===== src/verilog/regs_pkg.sv =====
`default_nettype none

package regs_pkg;

  localparam int cfg_addr_w = 3;
  localparam int cfg_data_w = 16;

  localparam logic [cfg_addr_w-1:0] addr_port0    = 3'd0;
  localparam logic [cfg_addr_w-1:0] addr_port1    = 3'd1;
  localparam logic [cfg_addr_w-1:0] addr_port2    = 3'd2;
  localparam logic [cfg_addr_w-1:0] addr_port3    = 3'd3;
  localparam logic [cfg_addr_w-1:0] addr_decouple = 3'd4;

  // Partition i comes out of reset on port_base + i
  localparam logic [cfg_data_w-1:0] port_base = 16'd4000;

endpackage

`default_nettype wire


===== src/verilog/shell_pkg.sv =====
`default_nettype none

package shell_pkg;

  localparam int data_w   = 32;
  localparam int rp_num   = 4;
  localparam int rp_idx_w = 2;
  localparam int port_w   = 16;
  localparam int tag_w    = 16;

  // First beat of every packet
  typedef struct packed {
    logic [port_w-1:0] dest_port;
    logic [tag_w-1:0]  src_tag;
  } hdr_t;

  // Header beat or payload beat, same 32 bits
  typedef union packed {
    hdr_t              hdr;
    logic [data_w-1:0] raw;
  } beat_u;

endpackage

`default_nettype wire

===== src/verilog/rp_shell.sv =====
`timescale 1ns/1ps
`default_nettype none

module rp_shell (
  input  wire                                             axis_aclk,
  input  wire                                             arst_n,
  input  wire  [shell_pkg::data_w-1:0]                    s_tdata,
  input  wire                                             s_tvalid,
  output wire                                             s_tready,
  input  wire                                             s_tlast,
  output wire  [shell_pkg::data_w-1:0]                    m_tdata,
  output wire                                             m_tvalid,
  input  wire                                             m_tready,
  output wire                                             m_tlast,
  output wire  [shell_pkg::rp_num*shell_pkg::data_w-1:0] rp_tx_tdata,
  output wire  [shell_pkg::rp_num-1:0]                   rp_tx_tvalid,
  input  wire  [shell_pkg::rp_num-1:0]                   rp_tx_tready,
  output wire  [shell_pkg::rp_num-1:0]                   rp_tx_tlast,
  input  wire  [shell_pkg::rp_num*shell_pkg::data_w-1:0] rp_rx_tdata,
  input  wire  [shell_pkg::rp_num-1:0]                   rp_rx_tvalid,
  output wire  [shell_pkg::rp_num-1:0]                   rp_rx_tready,
  input  wire  [shell_pkg::rp_num-1:0]                   rp_rx_tlast,
  input  wire                                             cfg_wr,
  input  wire  [regs_pkg::cfg_addr_w-1:0]                 cfg_addr,
  input  wire  [regs_pkg::cfg_data_w-1:0]                 cfg_wdata
);

  import shell_pkg::*;

  wire [rp_num*port_w-1:0] port_num;
  wire [rp_num-1:0]        decouple;

  // Dispatcher to FIFO
  wire [rp_num*data_w-1:0] lane_tdata;
  wire [rp_num-1:0]        lane_tvalid;
  wire [rp_num-1:0]        lane_tready;
  wire [rp_num-1:0]        lane_tlast;

  // FIFO to decoupler
  wire [rp_num*data_w-1:0] sh_tdata;
  wire [rp_num-1:0]        sh_tvalid;
  wire [rp_num-1:0]        sh_tready;
  wire [rp_num-1:0]        sh_tlast;

  // Decoupler to arbiter
  wire [rp_num*data_w-1:0] ret_tdata;
  wire [rp_num-1:0]        ret_tvalid;
  wire [rp_num-1:0]        ret_tready;
  wire [rp_num-1:0]        ret_tlast;

  shell_regs u_regs (
    .axis_aclk (axis_aclk),
    .arst_n    (arst_n),
    .cfg_wr    (cfg_wr),
    .cfg_addr  (cfg_addr),
    .cfg_wdata (cfg_wdata),
    .port_num  (port_num),
    .decouple  (decouple)
  );

  packet_dispatch u_dispatch (
    .axis_aclk   (axis_aclk),
    .arst_n      (arst_n),
    .s_tdata     (s_tdata),
    .s_tvalid    (s_tvalid),
    .s_tlast     (s_tlast),
    .s_tready    (s_tready),
    .port_num    (port_num),
    .lane_tdata  (lane_tdata),
    .lane_tvalid (lane_tvalid),
    .lane_tlast  (lane_tlast),
    .lane_tready (lane_tready)
  );

  for (genvar i = 0; i < rp_num; i++) begin : g_rp
    stream_fifo u_fifo (
      .axis_aclk  (axis_aclk),
      .arst_n     (arst_n),
      .in_tdata   (lane_tdata[i*data_w +: data_w]),
      .in_tvalid  (lane_tvalid[i]),
      .in_tlast   (lane_tlast[i]),
      .in_tready  (lane_tready[i]),
      .out_tdata  (sh_tdata[i*data_w +: data_w]),
      .out_tvalid (sh_tvalid[i]),
      .out_tlast  (sh_tlast[i]),
      .out_tready (sh_tready[i])
    );

    partition_decoupler u_decoupler (
      .axis_aclk    (axis_aclk),
      .arst_n       (arst_n),
      .decouple     (decouple[i]),
      .sh_tdata     (sh_tdata[i*data_w +: data_w]),
      .sh_tvalid    (sh_tvalid[i]),
      .sh_tlast     (sh_tlast[i]),
      .sh_tready    (sh_tready[i]),
      .rp_tx_tdata  (rp_tx_tdata[i*data_w +: data_w]),
      .rp_tx_tvalid (rp_tx_tvalid[i]),
      .rp_tx_tlast  (rp_tx_tlast[i]),
      .rp_tx_tready (rp_tx_tready[i]),
      .rp_rx_tdata  (rp_rx_tdata[i*data_w +: data_w]),
      .rp_rx_tvalid (rp_rx_tvalid[i]),
      .rp_rx_tlast  (rp_rx_tlast[i]),
      .rp_rx_tready (rp_rx_tready[i]),
      .ret_tdata    (ret_tdata[i*data_w +: data_w]),
      .ret_tvalid   (ret_tvalid[i]),
      .ret_tlast    (ret_tlast[i]),
      .ret_tready   (ret_tready[i])
    );
  end

  return_arbiter u_arbiter (
    .axis_aclk (axis_aclk),
    .arst_n    (arst_n),
    .in_tdata  (ret_tdata),
    .in_tvalid (ret_tvalid),
    .in_tlast  (ret_tlast),
    .in_tready (ret_tready),
    .m_tdata   (m_tdata),
    .m_tvalid  (m_tvalid),
    .m_tlast   (m_tlast),
    .m_tready  (m_tready)
  );

endmodule

`default_nettype wire


===== src/verilog/return_arbiter.sv =====
`timescale 1ns/1ps
`default_nettype none

module return_arbiter (
  input  wire                                             axis_aclk,
  input  wire                                             arst_n,
  input  wire  [shell_pkg::rp_num*shell_pkg::data_w-1:0] in_tdata,
  input  wire  [shell_pkg::rp_num-1:0]                   in_tvalid,
  input  wire  [shell_pkg::rp_num-1:0]                   in_tlast,
  output logic [shell_pkg::rp_num-1:0]                   in_tready,
  output logic [shell_pkg::data_w-1:0]                   m_tdata,
  output logic                                            m_tvalid,
  output logic                                            m_tlast,
  input  wire                                             m_tready
);

  import shell_pkg::*;

  logic [rp_idx_w-1:0] rr_idx;
  logic                lock;
  logic                pick_hit;
  logic [rp_idx_w-1:0] pick_idx;
  logic [rp_idx_w-1:0] cur_idx;
  logic [rp_num-1:0]   grant;
  logic                load_ok;
  logic                xfer;
  beat_u               out_beat;

  // Search starts one past the last granted lane
  always_comb begin
    logic [rp_idx_w-1:0] cand;
    pick_hit = 1'b0;
    pick_idx = rr_idx;
    for (int k = rp_num; k >= 1; k--) begin
      cand = rr_idx + rp_idx_w'(k);
      if (in_tvalid[cand]) begin
        pick_hit = 1'b1;
        pick_idx = cand;
      end
    end
  end

  // Locked lane is rr_idx until its tlast
  assign cur_idx = lock ? rr_idx : pick_idx;

  always_comb begin
    grant = '0;
    if (lock || pick_hit) begin
      grant[cur_idx] = 1'b1;
    end
  end

  assign load_ok   = !m_tvalid || m_tready;
  assign in_tready = load_ok ? grant : '0;
  assign xfer      = |(in_tvalid & in_tready);
  assign m_tdata   = out_beat.raw;

  always_ff @(posedge axis_aclk or negedge arst_n) begin
    if (!arst_n) begin
      m_tvalid <= 1'b0;
      lock     <= 1'b0;
      rr_idx   <= rp_idx_w'(rp_num - 1);
    end else begin
      if (load_ok) begin
        m_tvalid <= xfer;
      end
      if (xfer) begin
        lock   <= !in_tlast[cur_idx];
        rr_idx <= cur_idx;
      end
    end
  end

  always_ff @(posedge axis_aclk) begin
    if (xfer) begin
      out_beat.raw <= in_tdata[cur_idx*data_w +: data_w];
      m_tlast      <= in_tlast[cur_idx];
    end
  end

  // Grant stays on the same lane until that packet's tlast
  a_grant_lock: assert property (@(posedge axis_aclk) disable iff (!arst_n)
    xfer && !in_tlast[cur_idx] |=> (grant == $past(grant)));

  a_hold_stall: assert property (@(posedge axis_aclk) disable iff (!arst_n)
    m_tvalid && !m_tready |=> m_tvalid && $stable(m_tdata) && $stable(m_tlast));

endmodule

`default_nettype wire


===== src/verilog/partition_decoupler.sv =====
`timescale 1ns/1ps
`default_nettype none

module partition_decoupler (
  input  wire                          axis_aclk,
  input  wire                          arst_n,
  input  wire                          decouple,
  input  wire  [shell_pkg::data_w-1:0] sh_tdata,
  input  wire                          sh_tvalid,
  input  wire                          sh_tlast,
  output logic                         sh_tready,
  output logic [shell_pkg::data_w-1:0] rp_tx_tdata,
  output logic                         rp_tx_tvalid,
  output logic                         rp_tx_tlast,
  input  wire                          rp_tx_tready,
  input  wire  [shell_pkg::data_w-1:0] rp_rx_tdata,
  input  wire                          rp_rx_tvalid,
  input  wire                          rp_rx_tlast,
  output logic                         rp_rx_tready,
  output logic [shell_pkg::data_w-1:0] ret_tdata,
  output logic                         ret_tvalid,
  output logic                         ret_tlast,
  input  wire                          ret_tready
);

  logic tx_busy;
  logic tx_iso;
  logic tx_gap;
  logic rx_busy;
  logic rx_iso;
  logic rx_gap;

  // Toward the partition, isolated beats are dropped
  assign rp_tx_tdata  = sh_tdata;
  assign rp_tx_tlast  = sh_tlast;
  assign rp_tx_tvalid = sh_tvalid && !tx_iso;
  assign sh_tready    = tx_iso || rp_tx_tready;

  // From the partition, isolated traffic is held off
  assign ret_tdata    = rp_rx_tdata;
  assign ret_tlast    = rp_rx_tlast;
  assign ret_tvalid   = rp_rx_tvalid && !rx_iso;
  assign rp_rx_tready = ret_tready && !rx_iso;

  // A gap is a final beat moving or an idle cycle outside a packet
  assign tx_gap = sh_tvalid ? (sh_tready && sh_tlast) : !tx_busy;
  assign rx_gap = ret_tvalid ? (ret_tready && rp_rx_tlast) : !rx_busy;

  always_ff @(posedge axis_aclk or negedge arst_n) begin
    if (!arst_n) begin
      tx_busy <= 1'b0;
      tx_iso  <= 1'b0;
      rx_busy <= 1'b0;
      rx_iso  <= 1'b0;
    end else begin
      if (sh_tvalid && sh_tready) begin
        tx_busy <= !sh_tlast;
      end
      if (tx_gap) begin
        tx_iso <= decouple;
      end
      if (ret_tvalid && ret_tready) begin
        rx_busy <= !rp_rx_tlast;
      end
      if (rx_gap) begin
        rx_iso <= decouple;
      end
    end
  end

endmodule

`default_nettype wire


===== src/verilog/stream_fifo.sv =====
`timescale 1ns/1ps
`default_nettype none

module stream_fifo #(
  parameter int depth = 4
) (
  input  wire                          axis_aclk,
  input  wire                          arst_n,
  input  wire  [shell_pkg::data_w-1:0] in_tdata,
  input  wire                          in_tvalid,
  input  wire                          in_tlast,
  output logic                         in_tready,
  output logic [shell_pkg::data_w-1:0] out_tdata,
  output logic                         out_tvalid,
  output logic                         out_tlast,
  input  wire                          out_tready
);

  import shell_pkg::*;

  // tlast rides in the top bit
  logic [data_w:0]            mem [depth];
  logic [$clog2(depth)-1:0]   wr_ptr;
  logic [$clog2(depth)-1:0]   rd_ptr;
  logic [$clog2(depth):0]     count;
  logic                       wr_en;
  logic                       rd_en;

  assign in_tready  = (count != depth);
  assign out_tvalid = (count != 0);
  assign out_tdata  = mem[rd_ptr][data_w-1:0];
  assign out_tlast  = mem[rd_ptr][data_w];

  assign wr_en = in_tvalid && in_tready;
  assign rd_en = out_tvalid && out_tready;

  always_ff @(posedge axis_aclk) begin
    if (wr_en) begin
      mem[wr_ptr] <= {in_tlast, in_tdata};
    end
  end

  always_ff @(posedge axis_aclk or negedge arst_n) begin
    if (!arst_n) begin
      wr_ptr <= '0;
      rd_ptr <= '0;
      count  <= '0;
    end else begin
      if (wr_en) begin
        wr_ptr <= wr_ptr + 1'b1;
      end
      if (rd_en) begin
        rd_ptr <= rd_ptr + 1'b1;
      end
      case ({wr_en, rd_en})
        2'b10:   count <= count + 1'b1;
        2'b01:   count <= count - 1'b1;
        default: ;
      endcase
    end
  end

  // Fill level never passes full
  a_no_overflow: assert property (@(posedge axis_aclk) disable iff (!arst_n)
    count <= depth);

endmodule

`default_nettype wire


===== src/verilog/packet_dispatch.sv =====
`timescale 1ns/1ps
`default_nettype none

module packet_dispatch (
  input  wire                                             axis_aclk,
  input  wire                                             arst_n,
  input  wire  [shell_pkg::data_w-1:0]                    s_tdata,
  input  wire                                             s_tvalid,
  input  wire                                             s_tlast,
  output logic                                            s_tready,
  input  wire  [shell_pkg::rp_num*shell_pkg::port_w-1:0] port_num,
  output logic [shell_pkg::rp_num*shell_pkg::data_w-1:0] lane_tdata,
  output logic [shell_pkg::rp_num-1:0]                   lane_tvalid,
  output logic [shell_pkg::rp_num-1:0]                   lane_tlast,
  input  wire  [shell_pkg::rp_num-1:0]                   lane_tready
);

  import shell_pkg::*;

  beat_u               hdr;
  logic                hdr_hit;
  logic [rp_idx_w-1:0] hdr_idx;
  logic                in_pkt;
  logic                tgt_hit;
  logic [rp_idx_w-1:0] tgt_idx;
  logic                cur_hit;
  logic [rp_idx_w-1:0] cur_idx;

  // Classify the current beat as a header
  // Lowest matching index wins
  always_comb begin
    hdr.raw = s_tdata;
    hdr_hit = 1'b0;
    hdr_idx = '0;
    for (int i = rp_num - 1; i >= 0; i--) begin
      if (hdr.hdr.dest_port == port_num[i*port_w +: port_w]) begin
        hdr_hit = 1'b1;
        hdr_idx = rp_idx_w'(i);
      end
    end
  end

  // Payload beats follow the decision taken on the header
  assign cur_hit = in_pkt ? tgt_hit : hdr_hit;
  assign cur_idx = in_pkt ? tgt_idx : hdr_idx;

  assign lane_tdata = {rp_num{s_tdata}};
  assign lane_tlast = {rp_num{s_tlast}};

  always_comb begin
    lane_tvalid = '0;
    if (s_tvalid && cur_hit) begin
      lane_tvalid[cur_idx] = 1'b1;
    end
  end

  // Unmatched packets are swallowed
  assign s_tready = cur_hit ? lane_tready[cur_idx] : 1'b1;

  always_ff @(posedge axis_aclk or negedge arst_n) begin
    if (!arst_n) begin
      in_pkt  <= 1'b0;
      tgt_hit <= 1'b0;
      tgt_idx <= '0;
    end else if (s_tvalid && s_tready) begin
      if (s_tlast) begin
        in_pkt <= 1'b0;
      end else if (!in_pkt) begin
        in_pkt  <= 1'b1;
        tgt_hit <= hdr_hit;
        tgt_idx <= hdr_idx;
      end
    end
  end

  // All beats of one packet stay on one lane
  a_one_lane: assert property (@(posedge axis_aclk) disable iff (!arst_n)
    s_tvalid && s_tready && !s_tlast |=>
      !s_tvalid || (lane_tvalid == $past(lane_tvalid)));

endmodule

`default_nettype wire


===== src/verilog/shell_regs.sv =====
`timescale 1ns/1ps
`default_nettype none

module shell_regs (
  input  wire                                             axis_aclk,
  input  wire                                             arst_n,
  input  wire                                             cfg_wr,
  input  wire  [regs_pkg::cfg_addr_w-1:0]                 cfg_addr,
  input  wire  [regs_pkg::cfg_data_w-1:0]                 cfg_wdata,
  output logic [shell_pkg::rp_num*shell_pkg::port_w-1:0] port_num,
  output logic [shell_pkg::rp_num-1:0]                   decouple
);

  import shell_pkg::*;
  import regs_pkg::*;

  always_ff @(posedge axis_aclk or negedge arst_n) begin
    if (!arst_n) begin
      for (int i = 0; i < rp_num; i++) begin
        port_num[i*port_w +: port_w] <= port_w'(port_base + i);
      end
      decouple <= '0;
    end else if (cfg_wr) begin
      case (cfg_addr)
        addr_port0: port_num[0*port_w +: port_w] <= cfg_wdata;
        addr_port1: port_num[1*port_w +: port_w] <= cfg_wdata;
        addr_port2: port_num[2*port_w +: port_w] <= cfg_wdata;
        addr_port3: port_num[3*port_w +: port_w] <= cfg_wdata;
        // Mask sits in the low bits
        addr_decouple: decouple <= cfg_wdata[rp_num-1:0];
        default: ;
      endcase
    end
  end

endmodule

`default_nettype wire


===== config.mk =====
export PLATFORM = sky130hd
export DESIGN_NAME = rp_shell
export DESIGN_NICKNAME = d
export VERILOG_FILES = /design/src/verilog/regs_pkg.sv /design/src/verilog/shell_pkg.sv /design/src/verilog/rp_shell.sv /design/src/verilog/return_arbiter.sv /design/src/verilog/partition_decoupler.sv /design/src/verilog/stream_fifo.sv /design/src/verilog/packet_dispatch.sv /design/src/verilog/shell_regs.sv
export SDC_FILE = /design/constraint.sdc
export NUM_CORES = 1
export LEC_CHECK = 0
export ABC_AREA = 0
export BUFFER_PORTS_ARGS = -buffer_cell sky130_fd_sc_hd__buf_2
export CAP_MARGIN = 25
export CORE_MARGIN = 10
export CORE_UTILIZATION = 40
export CTS_CLUSTER_DIAMETER = 100
export CTS_CLUSTER_SIZE = 25
export DETAILED_ROUTE_END_ITERATION = 10
export PLACE_DENSITY = 0.63
export SLEW_MARGIN = 20
export SYNTH_ARGS = -nofsm -noshare
export SYNTH_HDL_FRONTEND = slang
export SYNTH_SLANG_ARGS = --single-unit

===== constraint.sdc =====
create_clock -name axis_aclk -period 9.35 [get_ports axis_aclk]
set_input_delay 1.87 -clock axis_aclk [delete_from_list [all_inputs] [get_ports axis_aclk]]
set_output_delay 1.87 -clock axis_aclk [all_outputs]
set_load 0.05 [all_outputs]

* Word-level counts from Yosys, hierarchy flattened
Memory sizes are Yosys's and may differ from the RTL's.
Index checks and enable logic that the tools add are counted.
** Word-level totals
- Bits in registers :: 153
- Output and inout bits :: 175
- Memory bits (writable) :: 528
- Memories :: 4
** Memory list
- g_rp[0].u_fifo.mem :: depth 4, width 33, read ports 1, clocked after memory_dff 0, wr ports 1, line stream_fifo.sv:22 : logic [data_w:0] mem [depth];
- g_rp[1].u_fifo.mem :: depth 4, width 33, read ports 1, clocked after memory_dff 0, wr ports 1, line stream_fifo.sv:22
- g_rp[2].u_fifo.mem :: depth 4, width 33, read ports 1, clocked after memory_dff 0, wr ports 1, line stream_fifo.sv:22
- g_rp[3].u_fifo.mem :: depth 4, width 33, read ports 1, clocked after memory_dff 0, wr ports 1, line stream_fifo.sv:22
** Operators by class
- Magnitude comparators :: 8
- Add/subtract/negate cells :: 19
- Multiplexer cells :: 59
- Shift operators :: 1
- Bitwise operators :: 2
- Reductions and logical operators :: 84
- Equality and inequality tests :: 20
** Operators by type and width (number)
- $shiftx A128 B8 Y32 :: 1
- $eq A16 B16 Y1 :: 4
- $logic_and A1 B1 Y1 :: 36
- $mux W1 :: 35
- $logic_not A1 Y1 :: 26
- $pmux W3 S2 :: 4
- $add A2 B1 Y2 const B :: 9
- $lt A2 B3 Y1 const B :: 6
- $mux W2 :: 9
- $add A3 B1 Y3 const B :: 4
- $bmux W1 S2 :: 6
- $mux W4 :: 3
- $ne A3 B3 Y1 const B :: 4
- $reduce_and A2 Y1 :: 6
- $reduce_bool A3 Y1 :: 4
- $sub A3 B1 Y3 const B :: 4
- $eq A2 B1 Y1 const B :: 4
- $eq A2 B2 Y1 const B :: 4
- $reduce_bool A2 Y1 :: 4
- $eq A3 B2 Y1 const B :: 2
- $logic_or A1 B1 Y1 :: 6
- $add A2 B2 Y2 const B :: 2
- $and A4 B4 Y4 :: 1
- $demux W1 S2 :: 2
- 6 further kinds :: 7

* Longest topological paths before layout
Gate-level depths: netlist of run 1.
- Depth in word-level cells :: 16
- Depth in mapped cells :: 15
- Mapped depth without buffers :: 14

* By module
Synthesis of run 1 repeated with hierarchy kept, for this count alone.
** Second synthesis, totals
- Cells, all modules :: 1878
- Area total of the unflattened synthesis :: 30834.6 sq um
** Modules (own cells, without submodules)
- stream_fifo (g_rp[0].u_fifo ...) :: times used 3, cells each 210, area each 5182.5 sq um
- stream_fifo (g_rp[3].u_fifo) :: times used 1, cells each 210, area each 5207.5 sq um
- partition_decoupler :: times used 4, cells each 89, area each 701.9 sq um
- shell_regs :: times used 1, cells each 147, area each 2651.3 sq um
- return_arbiter :: times used 1, cells each 286, area each 2582.5 sq um
- packet_dispatch :: times used 1, cells each 249, area each 2038.2 sq um

* Worst setup path before layout of run 1
OpenSTA, ideal clock, no wires.
- Kind :: input to output
- Start point :: input port rp_rx_tvalid[3] (netlist name)
- End point :: output port rp_rx_tready[2] (netlist name)
- Data arrival time :: 3.739 ns
- Path buffers :: 2
- Stages :: 9
- Slack :: 3.741 ns
- Cell sequence :: nor2b_1 -> or3_1 -> a21oi_1 -> nor3_4 -> xnor2_2 -> buf_4 -> nand3_1 -> nor2_1 -> buf_4
** Between the ends
- Word-level cells in the longest chain between the ends :: 14
** Ends and longest elaborated chain
- start: declaration :: line rp_shell.sv:20 : input wire [shell_pkg::rp_num-1:0] rp_rx_tvalid,
- $logic_and A1 B1 Y1 * :: line partition_decoupler.sv:42 : assign ret_tvalid = rp_rx_tvalid && !rx_iso;
- $bmux W1 S2 :: line return_arbiter.sv:36 : if (in_tvalid[cand]) begin
- $mux W1 (implied by the code) :: line return_arbiter.sv:36
- $mux W2 (3 in a row) :: line return_arbiter.sv:36
- $mux W2 :: line return_arbiter.sv:44 : assign cur_idx = lock ? rr_idx : pick_idx;
- $lt A2 B3 Y1 (implied by the code) / $ge A2 B1 Y1 (equally long branches) :: line return_arbiter.sv:49 : grant[cur_idx] = 1'b1;
- $logic_and A1 B1 Y1 (implied by the code) :: line return_arbiter.sv:49
- $mux W1 (implied by the code) :: line return_arbiter.sv:49
- $demux W1 S2
- $mux W4 * :: line return_arbiter.sv:48 : if (lock || pick_hit) begin
- $mux W4 * :: line return_arbiter.sv:54 : assign in_tready = load_ok ? grant : '0;
- $logic_and A1 B1 Y1 * :: line partition_decoupler.sv:43 : assign rp_rx_tready = ret_tready && !rx_iso;
- end: declaration :: line rp_shell.sv:21 : output wire [shell_pkg::rp_num-1:0] rp_rx_tready,
Every way passes the cells marked *; elsewhere a longest branch is shown, timed or not. The select of a mux whose other input is x is not followed.

* Worst setup path after layout of run 1
- Start point :: input port s_tdata[18] (netlist name)
- End point :: output port s_tready
** Between the ends
- Word-level cells in the longest chain between the ends :: 9
** Ends and longest elaborated chain
- start: declaration :: line rp_shell.sv:7 : input wire [shell_pkg::data_w-1:0] s_tdata,
- $eq A16 B16 Y1 :: line packet_dispatch.sv:36 : if (hdr.hdr.dest_port == port_num[i*port_w +: port_w]) begin
- $mux W2 (4 in a row) :: line packet_dispatch.sv:36
- $mux W2 :: line packet_dispatch.sv:45 : assign cur_idx = in_pkt ? tgt_idx : hdr_idx;
- $bmux W1 S2 :: line packet_dispatch.sv:58 : assign s_tready = cur_hit ? lane_tready[cur_idx] : 1'b1;
- $mux W1 (implied by the code) :: line packet_dispatch.sv:58
- $mux W1 * :: line packet_dispatch.sv:58
- end: declaration :: line rp_shell.sv:9 : output wire s_tready,
Marks and branches as above.

==> flow_summary_export.csv, run 1 <==
group,metric,value,unit
die,rows,95,
routing,vias_per_cell,5.48,
power,pwr-share-clk,16.9,%
worst_setup_path,worstPathRequired,7480,ps
worst_setup_path,cpMostUsedCell,"buf_2",
power,p_int,5.86,mW
logic_synthesis,synth_edf_count,561,
global_route,grt_pass1_vias,14691,
routing,num_vias,14306,
placement,dp.cells,2550,
placement,pre_cts_slack,3100,ps
logic_synthesis,syn-num-nets,1555,
clock_tree,cts_resized,0,
logic_synthesis,ys.flop_type,"edfxtp_1",
logic_synthesis,syn_area_per_cell,20.5,sq um
clock_tree,cts-root-buf,"clkbuf_16",
cells_and_area,syn2layout_area_growth,15.0,%
logic_synthesis,ys_seq_elements,681,
routing,drt_iter0_markers,1333,
placement,port_buffers,371,
worst_setup_path,worst-path-max-fanout,20,
power,seqPwrFrac,38.8,%
clock_tree,clk_pin_slew,100,ps
global_route,grt_start_max_net_pins,63,
logic_synthesis,ys_async_sr_fraction,17.6,%
clock_tree,holdBufCountCts,0,
power,p_comb_share,44.3,%
cells_and_area,final_common_cell,"edfxtp_1",
hold_path,holdCritPathClass,"flip-flop to flip-flop",
sta,skew,26.4,ps
clock_tree,worstSkewPairLatency,590,ps
sta,fmax,160,MHz
logic_synthesis,yosysSeqAreaShare,72.9,%
sta,slew_violations,0,
placement,dpl.hpwl,53000,microns
routing,drcViolationCount,0,
die,die_area,79100,sq um
power,power.density,322,nW/um^2
clock_tree,cts_tree,"done",
status,status,"completed",
power,p_sw,4.23,mW
worst_setup_path,criticalPathCategory,"input port to primary output",
worst_setup_path,worst-r2r-cell-count,9,
die,ios,372,
clock_tree,clockBufferDepth,3,
die,initial_core_util,40.5,%
global_route,grt_pass1_wl,108000,microns
routing,post_drt_wl_per_cell,29.1,microns
hold_path,whs_path_depth,1,
cells_and_area,most-common-layout-cells,"edfxtp_1, buf_2, mux4_2",
sta,finalWorstSetupSlack,3120,ps
clock_tree,cts.sinks,681,
global_route,grtUsageTotal,18.9,%
clock_tree,postCtsSetupBuffers,0,
power,peakVddDrop,0.189,mV
flow_run,max_cap_violations,0,
clock_tree,htreeDepth,2,
sta,setup_violations,0,
worst_setup_path,cp_cell_sequence,"buf_2, xor2_1, nor4_1, nand4_1, a2111oi_4, o21ai_0, a31oi_2, nand2_1, buf_2",
sta,fin_crit,6230,ps
placement,place_congestion,0.874,
global_route,grt-ovfl-total,0,
cells_and_area,drive_gt1_share,43.3,%
die,fp.dieH,281,microns
sta,setup_tns,0,ps
logic_synthesis,yosysWarnings,0,
worst_setup_path,max_stage_delay,490,ps
die,die_x,281,microns
routing,wl,75900,microns
logic_synthesis,ys_types,66,
sta,rsz0062_at_grt,"false",
routing,firstDrtPassIters,5,
clock_tree,cts_buffers,35,
worst_setup_path,cp_slowest_cell,"a2111oi_4",
routing,ant_nets,0,
worst_setup_path,critPathLaunchType,"input port",
cells_and_area,layout.nets,1935,
cells_and_area,final-instance-count-excl-fill,2610,
global_route,grt_antenna_before_repair,7,
sta,fin_hold_ws,488,ps
logic_synthesis,syn-instance-count,1334,
sta,finalCritPeriodShare,66.7,%
sta,slew_headroom,24.6,%
power,switching_share,41.9,%
power,p_leak,11.0,nW
die,core_area,67400,sq um
worst_setup_path,cp_data_arrival_time,4360,ps
worst_setup_path,cp-end-kind,"primary output",
logic_synthesis,syn_area,27300,sq um
sta,tightestPinTransition,1120,ps
sta,hold_viol,0,
-- synth_stat cells (2+ instances only) --
| library cell | instances | share of area (%) |
|---|---|---|
| o21ai_0 | 22 | 0.40 |
| o22ai_1 | 2 | 0.046 |
| o21ai_1 | 2 | 0.037 |
| nand3_1 | 6 | 0.11 |
| dfstp_2 | 30 | 2.9 |
| buf_4 | 15 | 0.41 |
| nand2b_1 | 6 | 0.14 |
| ha_1 | 20 | 0.92 |
| and3_1 | 3 | 0.069 |
| nand2_1 | 20 | 0.28 |
| a311oi_1 | 5 | 0.16 |
| xor2_1 | 33 | 1.1 |
| clkbuf_1 | 26 | 0.36 |
| nor4_4 | 2 | 0.16 |
| nand4b_1 | 2 | 0.064 |
| fa_1 | 4 | 0.29 |
| mux2_2 | 69 | 2.8 |
| mux2i_1 | 5 | 0.18 |
| nor2_1 | 28 | 0.39 |
| inv_1 | 37 | 0.51 |
| buf_1 | 16 | 0.22 |
| nor2b_1 | 10 | 0.23 |
| nor3_4 | 2 | 0.12 |
| mux4_2 | 165 | 14 |
| and2_1 | 16 | 0.37 |
| o21a_1 | 2 | 0.055 |
| nor4_1 | 7 | 0.16 |
| a21oi_1 | 11 | 0.20 |
| or3_1 | 6 | 0.14 |
| xnor2_1 | 56 | 1.8 |
| nand4_1 | 13 | 0.30 |
| dfrtp_1 | 90 | 8.3 |
| mux2_1 | 4 | 0.17 |
| nor3_1 | 7 | 0.13 |
| edfxtp_1 | 561 | 62 |
-- state kept, by name, summed over array words and instances, names as in the netlist, 4 cells and up --
signal / cells
g_rp.u_decoupler.rx_iso: 4
u_regs.decouple: 4
g_rp.u_decoupler.tx_iso: 4
g_rp.u_fifo.count: 12
u_arbiter.m_tdata: 32
g_rp.u_fifo.wr_ptr: 8
g_rp.u_fifo.mem: 528
g_rp.u_fifo.rd_ptr: 8
g_rp.u_decoupler.rx_busy: 4
u_regs.port_num: 64
g_rp.u_decoupler.tx_busy: 4
-- area by class of cell --
class                           instances  area (sq um)
Antenna cell                            2          5.00
Clock buffer                           50           953
Clock inverter                          8           111
Fill cell                            5669         36000
Inverter                               37           139
Multi-Input combinational cell        558          7030
Sequential cell                       681         19900
Tap cell                              873          1090
Timing Repair Buffer                  401          2140
-- per-stage QoR --
step	utilization, %	instance area [sq um]	power, mW
6_report	46.6	31400	10.1
4_1_cts	46.5	31400	10.2
2_1_floorplan	-	27300	7.24
3_5_place_dp	45.0	30300	8.54
3_3_place_gp	44.8	30200	8.47
5_1_grt	46.6	31400	10.6
-- critical path, delay by kind of cell --
family          cells  cell delay, ps
xor+xnor            1             120
simple gates        3             750
compound gates      3             990
buf+inv             2             610
-- per-layer routing --
metal,track usage [%],vias to the layer above,wire length [microns]
met4,4.33,6,1310
met3,3.84,69,4570
met2,31.1,430,38000
met5,0,-,47
li1,-,6055,-
met1,25.7,7746,31900
-- power groups by stage --
stage	Combinational [mW]	Sequential [mW]	Clock, mW
after floorplan	3.09	4.16	0
after global placement	4.43	4.04	0
after detailed placement	4.55	3.99	0
after CTS	4.56	3.92	1.77
after global routing	4.73	3.96	1.87
final	4.47	3.92	1.71
-- final timing paths --
kind	slack [ps]	startpoint	endpoint
worst max-delay path	3120	s_tdata[18]	s_tready
worst min-delay path	490	g_rp[2].u_fifo.count[2]	g_rp[2].u_fifo.count[2]
worst max register to register	5400	u_regs.port_num[40]	g_rp[2].u_fifo.mem[1][13]
worst min register to register	490	g_rp[2].u_fifo.count[2]	g_rp[2].u_fifo.count[2]
max in group asynchronous	6600	arst_n	g_rp[0].u_fifo.rd_ptr[0]
min in group asynchronous	1380	arst_n	g_rp[0].u_decoupler.tx_busy
-- logic make-up after synthesis --
logic type | after synthesis | synth area share (%)
AND/OR/NAND/NOR | 139 | 3.05
AO/OA/AOI/OAI | 62 | 1.61
flip-flops | 681 | 72.9
buffers and inverters | 95 | 1.52
XOR/XNOR | 90 | 2.92
multiplexers | 243 | 16.8
adder cells (fa/ha/maj) | 24 | 1.21
Power figures use the tool's default switching activity.
==> run 2, diff against run 1 <==
==> constraint.sdc (replaced) <==
create_clock -name axis_aclk -period 6.1 [get_ports axis_aclk]
set_input_delay 1.22 -clock axis_aclk [delete_from_list [all_inputs] [get_ports axis_aclk]]
set_output_delay 1.22 -clock axis_aclk [all_outputs]
set_load 0.05 [all_outputs]
==> run 2 against run 1 <==
  * Clock power up 49%
  * Register-to-register slack worse by 3000 ps
  * Core utilization is 0.22 points lower
  * Flip-flop and latch count is the same
  * Via count down 1.6%
==> flow_summary_export.csv, run 2 (synthesis results as in run 1) <==
group,metric,value,unit
global_route,grt-ovfl-total,0,
power,peakVddDrop,0.342,mV
die,initial_core_util,40.5,%
global_route,grtUsageTotal,17.7,%
cells_and_area,final_common_cell,"edfxtp_1",
status,status,"completed",
worst_setup_path,r2r-end,"g_rp[0].u_fifo.mem[3][18]",
worst_setup_path,critPathCapture,"s_tready",
routing,wl_met3,4350,microns
sta,fmax,203,MHz
clock_tree,postCtsSetupBuffers,0,
worst_setup_path,worst-path-max-fanout,20,
die,rows,95,
hold_path,holdCritPathClass,"flip-flop to flip-flop",
die,die_area,79100,sq um
die,ios,372,
routing,num_vias,14072,
global_route,grt_pass1_wl,103000,microns
routing,met2_length,35800,microns
worst_setup_path,critPathLaunchType,"input port",
worst_setup_path,worst-r2r-cell-count,8,
global_route,grt_start_max_net_pins,54,
routing,drt_iter0_markers,1234,
die,die_x,281,microns
die,fp.dieH,281,microns
global_route,grt_antenna_before_repair,5,
cells_and_area,finish.instance_area,31200,sq um
worst_setup_path,cp_data_arrival_time,3720,ps
clock_tree,htreeDepth,2,
clock_tree,cts_resized,0,
worst_setup_path,critPathLaunch,"s_tdata[29]",
routing,ant_nets,0,
clock_tree,clk_pin_slew,90,ps
cells_and_area,syn2layout_area_growth,14.4,%
worst_setup_path,ff2ff_setup_slack,2440,ps
cells_and_area,drive_gt1_share,43.0,%
sta,slew_headroom,31.9,%
clock_tree,holdBufCountCts,0,
cells_and_area,largest_reg_flops,528,
placement,place_congestion,0.898,
routing,firstDrtPassIters,5,
sta,setup_tns,0,ps
routing,highest_layer,"met5",
placement,dpl-instance-area,30200,sq um
worst_setup_path,cp-end-kind,"primary output",
routing,post_drt_wl_per_cell,27.3,microns
clock_tree,clockBufferDepth,3,
placement,dpl.hpwl,49500,microns
worst_setup_path,r2r-start,"u_regs.port_num[36]",
flow_run,max_cap_violations,0,
clock_tree,cts-root-buf,"clkbuf_16",
worst_setup_path,worstPathRequired,4880,ps
sta,rsz0062_at_grt,"false",
clock_tree,worstSkewPairLatency,580,ps
sta,finalCritPeriodShare,80.9,%
sta,tightestPinTransition,1020,ps
sta,finalWorstSetupSlack,1160,ps
clock_tree,cts_buffers,34,
cells_and_area,layout.nets,1924,
sta,slew_violations,0,
worst_setup_path,criticalPathCategory,"input port to primary output",
sta,setup_violations,0,
sta,skew,26.3,ps
routing,vias_per_cell,5.42,
die,core_area,67400,sq um
cells_and_area,most-common-layout-cells,"edfxtp_1, buf_2, mux4_2",
cells_and_area,fillers,5671,
placement,pre_cts_slack,1150,ps
routing,wl,70800,microns
power,p_leak,10.9,nW
routing,drcViolationCount,0,
sta,fin_crit,4940,ps
power,power.density,488,nW/um^2
global_route,grt_pass1_vias,14691,
routing,met1_length,29700,microns
cells_and_area,regMostFlops,"g_rp.u_fifo.mem",
placement,port_buffers,371,
clock_tree,cts.sinks,681,
sta,hold_viol,0,
clock_tree,cts_tree,"done",
==> run 2: cell types whose count changed in the layout (fill, tap and decap cells not counted), moves of 2 or more <==
| cell | change |
|---|---|
| clkbuf_1 | -4 |
| buf_4 | -8 |
| buf_12 | -2 |
| inv_6 | -2 |
==> run 2: per-stage QoR <==
stage / hold slack, ps / cells / utilization [%] / power (mW)
global route: 519 / 2594 / 46.3 / 15.9
floorplan: 448 / 1334 / - / 11.1
global placement: 465 / 2538 / 44.8 / 12.9
detailed placement: 473 / 2538 / 44.8 / 12.9
finish: 490 / 2594 / 46.3 / 15.2
CTS: 488 / 2591 / 46.3 / 15.5
==> run 2: worst max-delay path: stages <==
cell,delay [ps]
buf_2,400
xor2_1,130
nor4_1,360
nand4_1,280
a2111oi_4,470
o21ai_0,190
a31oi_2,290
nand2_1,100
buf_2,260
==> run 2: final cells by class <==
type	count	area, sq um	area share, %
Antenna cell	1	2.50	0.00801
Timing Repair Buffer	391	2040	6.54
Tap cell	873	1090	3.50
Multi-Input combinational cell	558	7040	22.5
Sequential cell	681	19900	63.7
Clock inverter	7	85.1	0.272
Clock buffer	46	927	2.97
Inverter	37	139	0.445
==> run 2: power breakdown <==
part / internal, mW / switching, mW / leakage, nW
clock: 1.10 / 1.45 / 0.486
combinational: 2.15 / 4.34 / 3.99
sequential: 5.65 / 0.545 / 6.45
==> run 2: worst min path at each step <==
stage,start,endpoint,slack (ps),cells after the start
after CTS,g_rp[2].u_fifo.count[2],g_rp[2].u_fifo.count[2],490,1
after global placement,g_rp[0].u_decoupler.tx_busy,g_rp[0].u_decoupler.tx_busy,470,2
after global routing,g_rp[0].u_decoupler.tx_busy,g_rp[0].u_decoupler.tx_busy,520,2
final,g_rp[0].u_decoupler.tx_busy,g_rp[0].u_decoupler.tx_busy,490,2
after floorplan,g_rp[2].u_fifo.count[2],g_rp[2].u_fifo.count[2],450,1
after detailed placement,g_rp[2].u_fifo.count[2],g_rp[2].u_fifo.count[2],470,1
==> run 2: routing by layer <==
metal / global-route usage, % / up-vias
met3: 3.42 / 57
li1: - / 6031
met4: 3.53 / 2
met5: 0 / -
met1: 24.2 / 7584
met2: 29.2 / 398
==> run 3, diff against run 2 <==
--- a/config.mk
+++ b/config.mk
@@ -13,7 +13,7 @@
 export CTS_CLUSTER_DIAMETER = 100
 export CTS_CLUSTER_SIZE = 25
 export DETAILED_ROUTE_END_ITERATION = 10
-export PLACE_DENSITY = 0.63
+export PLACE_DENSITY = 0.65
 export SLEW_MARGIN = 20
 export SYNTH_ARGS = -nofsm -noshare
 export SYNTH_HDL_FRONTEND = slang
==> constraint.sdc (replaced) <==
create_clock -name axis_aclk -period 4.5 [get_ports axis_aclk]
set_input_delay 0.9 -clock axis_aclk [delete_from_list [all_inputs] [get_ports axis_aclk]]
set_output_delay 0.9 -clock axis_aclk [all_outputs]
set_load 0.05 [all_outputs]
==> run 3 against run 2 <==
  * Routed wire length shrank 0.33%
  * Sequential share of layout area shrank 1.0 points
  * Non-clock buffer count grew 34
  * Register-to-register slack lost 1400 ps
  * Total power grew 36%
  * Global-route usage shrank 0.073 points
  * Clock-buffer cell count shrank 2
  * Sequential power grew 35%
  * Die area is the same
  * Worst setup slack lost 960 ps
  * Clock skew grew 2.7 ps
  * Critical path depth is the same
  * Highest routed layer unchanged
==> flow_summary_export.csv, run 3 (synthesis results as in run 1) <==
group,metric,value,unit
status,status,"completed",
sta,finalCritPeriodShare,95.4,%
cells_and_area,fillers,5628,
routing,vias_per_cell,5.38,
cells_and_area,drive_gt1_share,44.3,%
clock_tree,htreeDepth,2,
cells_and_area,final_common_cell,"edfxtp_1",
routing,num_vias,14155,
routing,firstDrtPassIters,4,
power,switching_share,41.5,%
global_route,grt_antenna_before_repair,7,
clock_tree,cts.sinks,681,
sta,finalWorstSetupSlack,206,ps
clock_tree,postCtsSetupBuffers,0,
hold_path,holdCritPathClass,"input port to asynchronous set/reset pin",
die,fp.dieH,281,microns
worst_setup_path,worstPathRequired,3600,ps
cells_and_area,finish.instance_area,31700,sq um
sta,skew,29.0,ps
sta,fin_hold_ws,174,ps
placement,dp.cells,2572,
routing,post_drt_wl_per_cell,26.8,microns
die,core_area,67400,sq um
placement,port_buffers,371,
die,ios,372,
power,p_leak,11.2,nW
die,die_x,281,microns
routing,drt_iter0_markers,1340,
clock_tree,cts_resized,0,
clock_tree,clk_pin_slew,90,ps
cells_and_area,largest_reg_flops,528,
cells_and_area,multiInputGateArea,7040,sq um
sta,rsz0062_at_grt,"false",
placement,dpl-instance-area,30600,sq um
power,p_int,12.1,mW
worst_setup_path,cp-end-kind,"primary output",
global_route,grt_pass1_wl,102000,microns
sta,tightestPinTransition,1030,ps
cells_and_area,regMostFlops,"g_rp.u_fifo.mem",
routing,ant_nets,0,
sta,slew_violations,0,
worst_setup_path,cp_data_arrival_time,3390,ps
global_route,grt-ovfl-total,0,
power,pwr-share-clk,17.1,%
power,p_sw,8.60,mW
cells_and_area,layout.nets,1959,
clock_tree,worstSkewPairLatency,610,ps
global_route,grtUsageTotal,17.6,%
die,die_area,79100,sq um
power,finalPower,20.7,mW
power,p_comb_share,42.5,%
cells_and_area,final_util,47.1,%
flow_run,max_cap_violations,0,
power,power.density,654,nW/um^2
sta,hold_viol,0,
cells_and_area,final-instance-count-excl-fill,2631,
clock_tree,holdBufCountCts,0,
worst_setup_path,critPathLaunchType,"input port",
sta,setup_tns,0,ps
worst_setup_path,worst-path-max-fanout,13,
global_route,grt_start_max_net_pins,105,
placement,place_congestion,0.904,
global_route,grt_pass1_vias,14742,
routing,drcViolationCount,0,
placement,pre_cts_slack,204,ps
sta,fin_crit,4290,ps
clock_tree,cts_tree,"done",
clock_tree,cts-root-buf,"clkbuf_16",
clock_tree,clockBufferDepth,3,
clock_tree,cts_buffers,35,
sta,setup_violations,0,
cells_and_area,ff_latch_area,19900,sq um
die,initial_core_util,40.5,%
die,rows,95,
power,peakVddDrop,0.542,mV
sta,slew_headroom,31.4,%
placement,dpl.hpwl,49700,microns
cells_and_area,most-common-layout-cells,"edfxtp_1, buf_2, mux4_2",
worst_setup_path,criticalPathCategory,"input port to primary output",
sta,fmax,233,MHz
cells_and_area,syn2layout_area_growth,16.3,%
power,seqPwrFrac,40.4,%
routing,wl,70600,microns
run 3: changes by cell type in the layout (fill, tap and decap cells not counted), moves of 2 or more:
| cell | previous run | this run |
|---|---|---|
| buf_4 | 19 | 38 |
| buf_12 | 1 | 16 |
| clkinv_16 | 0 | 3 |
| clkbuf_1 | 10 | 8 |
| diode_2 | 1 | 3 |
run 3: worst max-delay path: stages:
cell and delay, ps:
buf_2 210, xor2_1 200, nor4_1 340, nand4_1 260, a2111oi_4 490, o21ai_0 200, a31oi_2 320, nand2_1 180
buf_2 280
run 3: metal layers:
layer	track usage (%)	vias up	routed length [microns]
met5	0	-	31
met3	3.61	82	4250
met2	29.2	419	35700
met1	23.4	7540	29100
met4	4.66	4	1530
li1	-	6110	-
run 3: power groups by stage:
stage	sequential [mW]	combinational, mW	clock [mW]
after floorplan	8.64	6.41	0
after global placement	8.58	8.80	0
after detailed placement	8.60	8.89	0
after CTS	8.46	8.91	3.68
after global routing	8.48	9.32	3.89
final	8.38	8.81	3.55
run 3: final cells by class:
type | instances | share of cell area, %
Inverter | 37 | 0.438
Timing Repair Buffer | 425 | 7.78
Clock inverter | 10 | 0.532
Tap cell | 873 | 3.44
Clock buffer | 44 | 2.88
Multi-Input combinational cell | 558 | 22.2
Sequential cell | 681 | 62.7
Antenna cell | 3 | 0.0237
run 3: path summary, 6_finish.rpt:
check,start,endpoint,slack (ps),cells past startpoint
max reg2reg,u_regs.port_num[41],g_rp[3].u_fifo.count[2],1050,13
min reg2reg,g_rp[1].u_fifo.count[2],g_rp[1].u_fifo.count[2],490,1
min in group axis_aclk,g_rp[1].u_fifo.count[2],g_rp[1].u_fifo.count[2],490,1
min,arst_n,u_regs.port_num[60],170,1
max,s_tdata[25],s_tready,210,9
max in group asynchronous,arst_n,g_rp[1].u_fifo.rd_ptr[0],3430,2
